==> src/common/bicubic_pkg.sv <==
`default_nettype none

package bicubic_pkg;

    typedef logic [7:0] pixel_t;

    // sign plus index into the magnitude table
    typedef struct packed {
        logic       neg;
        logic [2:0] mag;
    } weight_t;

    // tap 0 in the low nibble
    typedef weight_t [3:0] weight_set_t;

    typedef enum logic [1:0] {
        phase_5_8,
        phase_7_8,
        phase_1_8,
        phase_3_8
    } phase_t;

    // element r*4+c holds row r, column c
    typedef pixel_t [15:0] window_t;
    typedef pixel_t [3:0]  column_t;

    // element 0 is the 1/8 pixel, element 3 the 7/8 pixel
    typedef pixel_t [3:0]  out_quad_t;

    typedef struct packed {
        column_t data;
        logic    last;
    } col_beat_t;

    typedef struct packed {
        out_quad_t data;
        logic      last;
    } quad_beat_t;

    // cubic kernel magnitudes, scaled by 256
    function automatic logic [7:0] weight_mag(input logic [2:0] idx);
        case (idx)
            3'd0: return 8'd3;
            3'd1: return 8'd17;
            3'd2: return 8'd18;
            3'd3: return 8'd28;
            3'd4: return 8'd29;
            3'd5: return 8'd109;
            3'd6: return 8'd192;
            default: return 8'd248;
        endcase
    endfunction

    // nibbles listed tap 3 first
    function automatic weight_set_t phase_weights(input phase_t phase);
        case (phase)
            phase_5_8: return {4'hb, 4'h6, 4'h5, 4'h9};
            phase_7_8: return {4'ha, 4'h7, 4'h4, 4'h8};
            phase_1_8: return {4'h8, 4'h4, 4'h7, 4'ha};
            default:   return {4'h9, 4'h5, 4'h6, 4'hb};
        endcase
    endfunction

endpackage

`default_nettype wire

==> src/rtl/bicubic_filter/horizontal_interp.sv <==
`default_nettype none

module horizontal_interp import bicubic_pkg::*; (
    input  column_t   columns,
    output out_quad_t quad
);

    // column phases, leftmost output first
    localparam phase_t quad_phase [4] = '{phase_1_8, phase_3_8, phase_5_8, phase_7_8};

    for (genvar i = 0; i < 4; i++) begin : g_phase
        tap_mac tap_mac_inst (
            .taps   (columns),
            .weights(phase_weights(quad_phase[i])),
            .result (quad[i])
        );
    end

endmodule

`default_nettype wire

==> src/rtl/bicubic_filter/tap_mac.sv <==
`default_nettype none

module tap_mac import bicubic_pkg::*; (
    input  column_t     taps,
    input  weight_set_t weights,
    output pixel_t      result
);

    // worst case about 301*255, plus sign
    localparam int acc_w = 19;

    logic signed [acc_w-1:0] acc;
    logic        [acc_w-1:0] prod;
    logic signed [acc_w-1:0] scaled;

    always_comb begin
        // rounding offset
        acc  = acc_w'(128);
        prod = '0;
        for (int i = 0; i < 4; i++) begin
            prod = acc_w'(weight_mag(weights[i].mag)) * acc_w'(taps[i]);
            if (weights[i].neg) begin
                acc = acc - signed'(prod);
            end else begin
                acc = acc + signed'(prod);
            end
        end
    end

    assign scaled = acc >>> 8;

    // overshoot around edges
    always_comb begin
        if (scaled < 0) begin
            result = '0;
        end else if (scaled > 255) begin
            result = 8'd255;
        end else begin
            result = scaled[7:0];
        end
    end

endmodule

`default_nettype wire

==> src/rtl/bicubic_filter/vertical_interp.sv <==
`default_nettype none

module vertical_interp import bicubic_pkg::*; (
    input  window_t     window,
    input  weight_set_t weights,
    output column_t     columns
);

    column_t col_taps [4];

    // regroup the window by column, row 0 as tap 0
    always_comb begin
        for (int c = 0; c < 4; c++) begin
            for (int r = 0; r < 4; r++) begin
                col_taps[c][r] = window[r * 4 + c];
            end
        end
    end

    for (genvar c = 0; c < 4; c++) begin : g_col
        tap_mac tap_mac_inst (
            .taps   (col_taps[c]),
            .weights(weights),
            .result (columns[c])
        );
    end

endmodule

`default_nettype wire

==> src/rtl/bicubic_upsample.sv <==
`default_nettype none

module bicubic_upsample import bicubic_pkg::*; #(
    parameter int src_width  = 4,
    parameter int src_height = 1
) (
    input  logic      clk,
    input  logic      rst_n,
    input  logic      win_valid,
    output logic      win_ready,
    input  window_t   win_data,
    output logic      pix_valid,
    input  logic      pix_ready,
    output out_quad_t pix_data,
    output logic      frame_last
);

    logic        step;
    logic        row_end;
    logic        frame_end;
    weight_set_t weights;
    col_beat_t   s1_in;
    col_beat_t   s1_out;
    logic        s1_valid;
    logic        s2_ready;
    quad_beat_t  s2_in;
    quad_beat_t  s2_out;

    assign step = win_valid && win_ready;

    position_counter #(
        .src_width (src_width),
        .src_height(src_height)
    ) position_counter_inst (
        .clk      (clk),
        .rst_n    (rst_n),
        .step     (step),
        .row_end  (row_end),
        .frame_end(frame_end)
    );

    upsample_phase_fsm upsample_phase_fsm_inst (
        .clk    (clk),
        .rst_n  (rst_n),
        .row_end(row_end),
        .weights(weights)
    );

    vertical_interp vertical_interp_inst (
        .window (win_data),
        .weights(weights),
        .columns(s1_in.data)
    );

    assign s1_in.last = frame_end;

    stage_reg #(.payload_t(col_beat_t)) s1 (
        .clk      (clk),
        .rst_n    (rst_n),
        .in_valid (win_valid),
        .in_ready (win_ready),
        .in_data  (s1_in),
        .out_valid(s1_valid),
        .out_ready(s2_ready),
        .out_data (s1_out)
    );

    horizontal_interp horizontal_interp_inst (
        .columns(s1_out.data),
        .quad   (s2_in.data)
    );

    assign s2_in.last = s1_out.last;

    stage_reg #(.payload_t(quad_beat_t)) s2 (
        .clk      (clk),
        .rst_n    (rst_n),
        .in_valid (s1_valid),
        .in_ready (s2_ready),
        .in_data  (s2_in),
        .out_valid(pix_valid),
        .out_ready(pix_ready),
        .out_data (s2_out)
    );

    assign pix_data   = s2_out.data;
    assign frame_last = pix_valid && s2_out.last;

endmodule

`default_nettype wire

==> src/rtl/position_counter.sv <==
`default_nettype none

module position_counter #(
    parameter int src_width  = 4,
    parameter int src_height = 1
) (
    input  logic clk,
    input  logic rst_n,
    input  logic step,
    output logic row_end,
    output logic frame_end
);

    localparam int col_w = (src_width > 1) ? $clog2(src_width) : 1;
    localparam int row_w = $clog2(4 * src_height);

    logic [col_w-1:0] col_cnt;
    logic [row_w-1:0] row_cnt;
    logic             col_last;
    logic             row_last;

    assign col_last  = col_cnt == col_w'(src_width - 1);
    assign row_last  = row_cnt == row_w'(4 * src_height - 1);
    assign row_end   = step && col_last;
    assign frame_end = row_end && row_last;

    always_ff @(posedge clk or negedge rst_n) begin
        if (!rst_n) begin
            col_cnt <= '0;
            row_cnt <= '0;
        end else if (step) begin
            col_cnt <= col_last ? '0 : col_cnt + 1'b1;
            // output rows, four per source row
            if (col_last) begin
                row_cnt <= row_last ? '0 : row_cnt + 1'b1;
            end
        end
    end

endmodule

`default_nettype wire

==> src/rtl/stage_reg.sv <==
`default_nettype none

module stage_reg #(
    parameter type payload_t = logic
) (
    input  logic     clk,
    input  logic     rst_n,
    input  logic     in_valid,
    output logic     in_ready,
    input  payload_t in_data,
    output logic     out_valid,
    input  logic     out_ready,
    output payload_t out_data
);

    // empty, or the held entry leaves this cycle
    assign in_ready = !out_valid || out_ready;

    always_ff @(posedge clk or negedge rst_n) begin
        if (!rst_n) begin
            out_valid <= 1'b0;
        end else if (in_ready) begin
            out_valid <= in_valid;
        end
    end

    always_ff @(posedge clk) begin
        if (in_ready && in_valid) begin
            out_data <= in_data;
        end
    end

endmodule

`default_nettype wire

==> src/rtl/upsample_phase_fsm.sv <==
`default_nettype none

module upsample_phase_fsm import bicubic_pkg::*; (
    input  logic        clk,
    input  logic        rst_n,
    input  logic        row_end,
    output weight_set_t weights
);

    phase_t phase;
    phase_t phase_next;

    // 5/8 -> 7/8 -> 1/8 -> 3/8 -> 5/8
    always_comb begin
        case (phase)
            phase_5_8: phase_next = phase_7_8;
            phase_7_8: phase_next = phase_1_8;
            phase_1_8: phase_next = phase_3_8;
            default:   phase_next = phase_5_8;
        endcase
    end

    always_ff @(posedge clk or negedge rst_n) begin
        if (!rst_n) begin
            phase <= phase_5_8;
        end else if (row_end) begin
            phase <= phase_next;
        end
    end

    assign weights = phase_weights(phase);

endmodule

`default_nettype wire

==> config.mk <==
export PLATFORM = sky130hd
export DESIGN_NAME = bicubic_upsample
export DESIGN_NICKNAME = d
export VERILOG_FILES = /design/src/common/bicubic_pkg.sv /design/src/rtl/bicubic_filter/horizontal_interp.sv /design/src/rtl/bicubic_filter/tap_mac.sv /design/src/rtl/bicubic_filter/vertical_interp.sv /design/src/rtl/bicubic_upsample.sv /design/src/rtl/position_counter.sv /design/src/rtl/stage_reg.sv /design/src/rtl/upsample_phase_fsm.sv
export SDC_FILE = /design/constraint.sdc
export NUM_CORES = 2
export LEC_CHECK = 0
export BUFFER_PORTS_ARGS = -buffer_cell sky130_fd_sc_hd__buf_2
export CAP_MARGIN = 30
export CORE_MARGIN = 5
export CORE_UTILIZATION = 48
export DETAILED_ROUTE_END_ITERATION = 6
export MAX_ROUTING_LAYER = met4
export SYNTH_ARGS = -nofsm -noshare
export SYNTH_HDL_FRONTEND = slang
export SYNTH_SLANG_ARGS = --single-unit
==> constraint.sdc <==
create_clock -name clk -period 11.7 [get_ports clk]
set_input_delay 2.34 -clock clk [delete_from_list [all_inputs] [get_ports clk]]
set_output_delay 2.34 -clock clk [all_outputs]
set_load 0.02 [all_outputs]
Word level (Yosys, flattened, before mapping)
Index checks and enable logic that the tools add are counted.
{ "op_classes": {"add_sub_neg": 50, "multipliers": 32, "n_lt_le_gt_ge": 16, "eq_ne": 28, "muxes": 32, "reduce_logical": 15} }
{ "ops": {"columns": ["cell", "count"], "rows": [
  ["$mux W19", 16],
  ["$mul A8 B8 Y16", 16],
  ["$add A19 B17 Y19", 12],
  ["$sub A19 B17 Y19", 12],
  ["$pmux W8 S7", 4],
  ["$gt A11 B9 Y1 const B", 8],
  ["$lt A11 B1 Y1 const B", 8],
  ["$mul A5 B8 Y13 const A", 6],
  ["$add A8 B16 Y17 const A", 4],
  ["$sub A8 B16 Y17 const A", 4],
  ["$mux W8", 8],
  ["$pmux W14 S3", 1],
  ["$sub A8 B13 Y14 const A", 3],
  ["$mul A2 B8 Y10 const A", 4],
  ["$sub A18 B14 Y19", 2],
  ["$add A14 B17 Y18", 2],
  ["$mul A7 B8 Y15 const A", 2],
  ["$eq A3 B3 Y1 const B", 9],
  ["$mul A4 B8 Y12 const A", 2],
  ["$mul A3 B8 Y11 const A", 2],
  ["$add A18 B14 Y19", 1],
  ["$add A18 B16 Y19", 1],
  ["$sub A19 B11 Y19", 1],
  ["$sub A19 B14 Y19", 1],
  ["19 further kinds", 44]
]} }
{ "totals": {"register_bits": 74, "inputBits": 132, "out_inout_bits": 35, "word_cells": 188} }

Logic depth before layout (Yosys ltp)
{ "logic_depth": {"ltp_word": 15, "ltp_mapped": 45, "ltp_nobuf": 41} }

Cells and area by module
Synthesis repeated with hierarchy kept, for this count alone.
{ "unflattened": {"hier_cells": 12589, "hier_area_um2": 100765.4} }
{ "by_module_without_submodules": {"columns": ["module", "n_inst", "cells_per_inst", "area_each_um2", "seq_area_each_um2"], "rows": [
  ["tap_mac at horizontal_interp_inst.g_phase[0].tap_mac_inst ...", 3, 1534, 12155.4, 0.0],
  ["tap_mac at vertical_interp_inst.g_col[2].tap_mac_inst ...", 2, 1611, 12560.8, 0.0],
  ["tap_mac at vertical_interp_inst.g_col[1].tap_mac_inst", 1, 1588, 12445.7, 0.0],
  ["tap_mac at horizontal_interp_inst.g_phase[1].tap_mac_inst", 1, 1527, 12145.4, 0.0],
  ["tap_mac at vertical_interp_inst.g_col[0].tap_mac_inst", 1, 1525, 12019.0, 0.0],
  ["stage_reg", 2, 37, 1044.8, 1016.0],
  ["upsample_phase_fsm", 1, 32, 254.0, 50.0],
  ["position_counter", 1, 15, 203.9, 100.1],
  ["bicubic_upsample", 1, 2, 12.5, 0.0],
  ["horizontal_interp", 1, 2, 7.5, 0.0]
]} }

Worst setup path before layout
No wires, ideal clock.
{ "synth_path": {"path_type": "input-to-reg", "from": "in win_data[19] (netlist bit)", "to": "reg s1.out_data[17] (netlist bit) (data pin)", "setup_time_ns": 0.254, "arrival_ns": 9.762, "t_required_ns": 11.446, "slack_ns": 1.684, "stages": 30, "path_buffers": 0, "path_cell_list": "nor2b_1 fa_1 inv_1 fa_1 inv_1 fa_1 inv_1 fa_1 inv_1 ha_1 or3_1 o22a_1 nand3_1 or3b_2 a2111o_1 nor4_1 nor2_1 ha_1 nor3_1 o211ai_1 a2111o_1 o311ai_0 ha_1 a21o_1 a31o_2 or4_1 a211o_1 nand2_1 xnor3_1 o21a_1"} }
{ "synth_between": {"elab_chain_len": 11, "word_cells_on_any_way": 16, "cone_classes": "8 x add/sub; 1 x mul; 2 x order compare; 5 x mux"} }
{ "synth_lines": {"columns": ["item", "line", "text"], "rows": [
  ["start, declared", "bicubic_upsample.sv:11", "input window_t win_data,"],
  ["$mul A8 B8 Y16 (*)", "tap_mac.sv:21", "prod = acc_w'(weight_mag(weights[i].mag)) * acc_w'(taps[i]);"],
  ["$add A8 B16 Y17 / $sub A8 B16 Y17 (equally long branches)", "tap_mac.sv:25, tap_mac.sv:23", null],
  ["$mux W19 (*)", "tap_mac.sv:22", "if (weights[i].neg) begin"],
  ["$add A19 B17 Y19 / $sub A19 B17 Y19 (equally long branches)", "tap_mac.sv:25, tap_mac.sv:23", null],
  ["$mux W19 (*)", "tap_mac.sv:22", null],
  ["$add A19 B17 Y19 / $sub A19 B17 Y19 (equally long branches)", "tap_mac.sv:25, tap_mac.sv:23", null],
  ["$mux W19 (*)", "tap_mac.sv:22", null],
  ["$add A19 B17 Y19 / $sub A19 B17 Y19 (equally long branches)", "tap_mac.sv:25, tap_mac.sv:23", null],
  ["$mux W19 (*)", "tap_mac.sv:22", null],
  ["$gt A11 B9 Y1", "tap_mac.sv:36", "end else if (scaled > 255) begin"],
  ["$mux W8", "tap_mac.sv:36", null],
  ["end signal, assigned", "stage_reg.sv:29", "out_data <= in_data;"],
  ["end, declared", "stage_reg.sv:13", "output payload_t out_data"]
]} }
Mark *: on every way between the ends. The rest lies on a longest branch, timed or not.
A chain may end at the register's enable or synchronous reset.

Worst setup path in the final report
{ "layout_path": {"from": "in win_data[28] (netlist bit)", "to": "reg s1.out_data[32] (netlist bit) (data pin)"} }
Same word-level chain as after synthesis.

==> reports/qor.yml <==
routed_via_density: 5.12
die_w_um: 356
dieArea_um2: 127000
start_util_pct: 48.5
cts_buffers: 9
grt_overflow: 0
crit_top_cell: "inv_1"
ys_seq_area_share_pct: 3.80
rsz0062_at_grt: "no"
ys_seq_elements: 74
yosysWarnings: 0
maxCapViolations: 0
postCtsSetupBuffers: 0
clockBufferDepth: 2
max_freq_ghz: 0.0950
syn_area_um2: 57400
finalWirelength_um: 133000
postSynthCellCount: 6635
place_congestion: 0.910
synth-async-reset-ratio_pct: 10.8
run_status: "completed"
synth-edff-count: 66
ctsHoldBuffers: 0
antenna_found_initial: 28
grt_pass1_vias: 43800
critPathMaxFanout: 8
critPathArrivalTime_ns: 10.76
cts_tree: "yes"
die_y_um: 356
ant_nets: 0
numClockSinks: 74
cts.repair.resized: 0
hpwlAfterDp_um: 117000
cp_slowest_cell: "a311oi_1"
relSlewSlack_pct: 26.9
fin_crit_ns: 10.53
worst_pin_slew_ns: 1.07
firstDrtPassIters: 7
areaGrowthSynthToFinish_pct: 5.92
io_buffers: 166
grt_max_degree: 59
num_rows: 126
core_um2: 118000
setup_viol: 0
finalClockSkew_ns: 0.0182
grt_pass1_wl_um: 222000
fill_cells: 11400
report.final.slew_viol_count: 0
clk_pin_slew_worst_paths_ns: 0.07
cp.required_ns: 11.93
end_kind: "flip-flop"
cp-start-kind: "input pin"
final_nets: 8845
clk_latency_ns: 0.40
critPathMaxStageDelay_ns: 0.67
gr-usage-all-layers_pct: 21.9
h-tree-depth: 3
ys.flop_type: "edfxtp_1"
cts-root-buf: "clkbuf_16"
vias: 43400
fin_crit_sh_pct: 90.0
io_pins: 167
drt_iter0_markers: 1990
final_cell_mix: "inv_1, ha_1, fa_1"
drc: 0
syn_area_per_cell_um2: 8.65
layout-drive-gt1-share_pct: 4.21
hold_violations: 0
setup_tns_ns: 0
hold_class: "reg -> reg"
synth_cell_type_count: 89
final_common_cell: "inv_1"
wl_per_cell_um: 15.7
critical_path_class: "in -> reg"
[kinds of logic (layout without fill, tap and decap cells)]
logic type      count (synthesis)  count (layout)  synth area share [%]
fa+ha+maj                    1870            1870                  50.2
simple gates                 1626            1626                  15.0
xor+xnor                      633             633                  9.83
mux                            10              10                 0.183
flops                          74              74                  3.80
other cells                     2             144                0.0131
compound gates               1050            1050                  11.9
buf+inv                      1370            1465                  9.17
[registers in the layout, indices dropped and copies added (netlist names)]
signal	flops
position_counter_inst.col_cnt	2
position_counter_inst.row_cnt	2
s1.out_data	33
s1.out_valid	1
s2.out_data	33
s2.out_valid	1
upsample_phase_fsm_inst.phase	2
[through the flow]
stage               std cells  hold slack [ns]  utilization, %  cell area (um^2)  setup slack (ns)
finish                   8472            0.441            51.3             60800              1.17
global route             8463            0.463            51.3             60800             0.495
CTS                      8448            0.448            51.3             60700              1.18
detailed placement       8432            0.434            51.0             60400             0.797
global placement         8432            0.406            51.0             60400             0.939
floorplan                6753            0.400               -             57800              1.68
[layer usage]
| layer | vias to the layer above | part of all wire, % | track usage [%] |
|---|---|---|---|
| met5 | - | 0 | - |
| met4 | 0 | 1.7 | 3.99 |
| li1 | 21900 | - | - |
| met1 | 20800 | 49 | 30.7 |
| met2 | 565 | 45 | 35.5 |
| met3 | 88 | 3.6 | 1.53 |
[final cells by class]
| cell class | instances | area, um^2 | share of cell area [%] |
|---|---|---|---|
| multi-input cells | 5309 | 50400 | 83.0 |
| well taps | 1600 | 2000 | 3.29 |
| diodes | 24 | 60.1 | 0.0988 |
| repair buffers | 198 | 1100 | 1.80 |
| clock inverters | 7 | 93.8 | 0.154 |
| flip-flops and latches | 74 | 2180 | 3.59 |
| inverters | 1251 | 4700 | 7.73 |
| clock buffers | 9 | 225 | 0.371 |
[critical path, delay by kind of cell]
family	cells	cell delay, ns
xor gates and xnor gates	3	0.85
buffers and inverters	6	0.38
adders and majority gates	8	3.42
and+or+nand+nor	9	1.35
AOI/OAI and AO/OA	9	2.43
[Yosys cell counts (126+ instances only)]
| cell type | instances | share of area, % |
|---|---|---|
| a21o_1 | 126 | 1.6 |
| a21oi_1 | 303 | 2.6 |
| and2_1 | 298 | 3.2 |
| fa_1 | 718 | 25 |
| ha_1 | 1152 | 25 |
| inv_1 | 1250 | 8.2 |
| nand2_1 | 353 | 2.3 |
| nand2b_1 | 138 | 1.5 |
| nor2_1 | 270 | 1.8 |
| nor2b_1 | 209 | 2.3 |
| o21ai_0 | 196 | 1.7 |
| xnor2_1 | 385 | 5.9 |
| xor2_1 | 241 | 3.7 |
[final timing paths]
| path | start | endpoint | slack, ns | cells past startpoint |
|---|---|---|---|---|
| setup / recovery | win_data[28] | s1.out_data[32] | 1.17 | 35 |
| hold / removal | s1.out_data[0] | s2.out_data[0] | 0.44 | 0 |
| setup reg to reg | upsample_phase_fsm_inst.phase[0] | s1.out_data[32] | 1.45 | 36 |
| hold reg to reg | s1.out_data[0] | s2.out_data[0] | 0.44 | 0 |
| max in group asynchronous | rst_n | upsample_phase_fsm_inst.phase[0] | 9.54 | 1 |
| min in group asynchronous | rst_n | s1.out_valid | 1.86 | 1 |
Power is left out: the tool's default activity adds up to more than one toggle a clock period on the data nets, which glitch-free logic cannot reach.
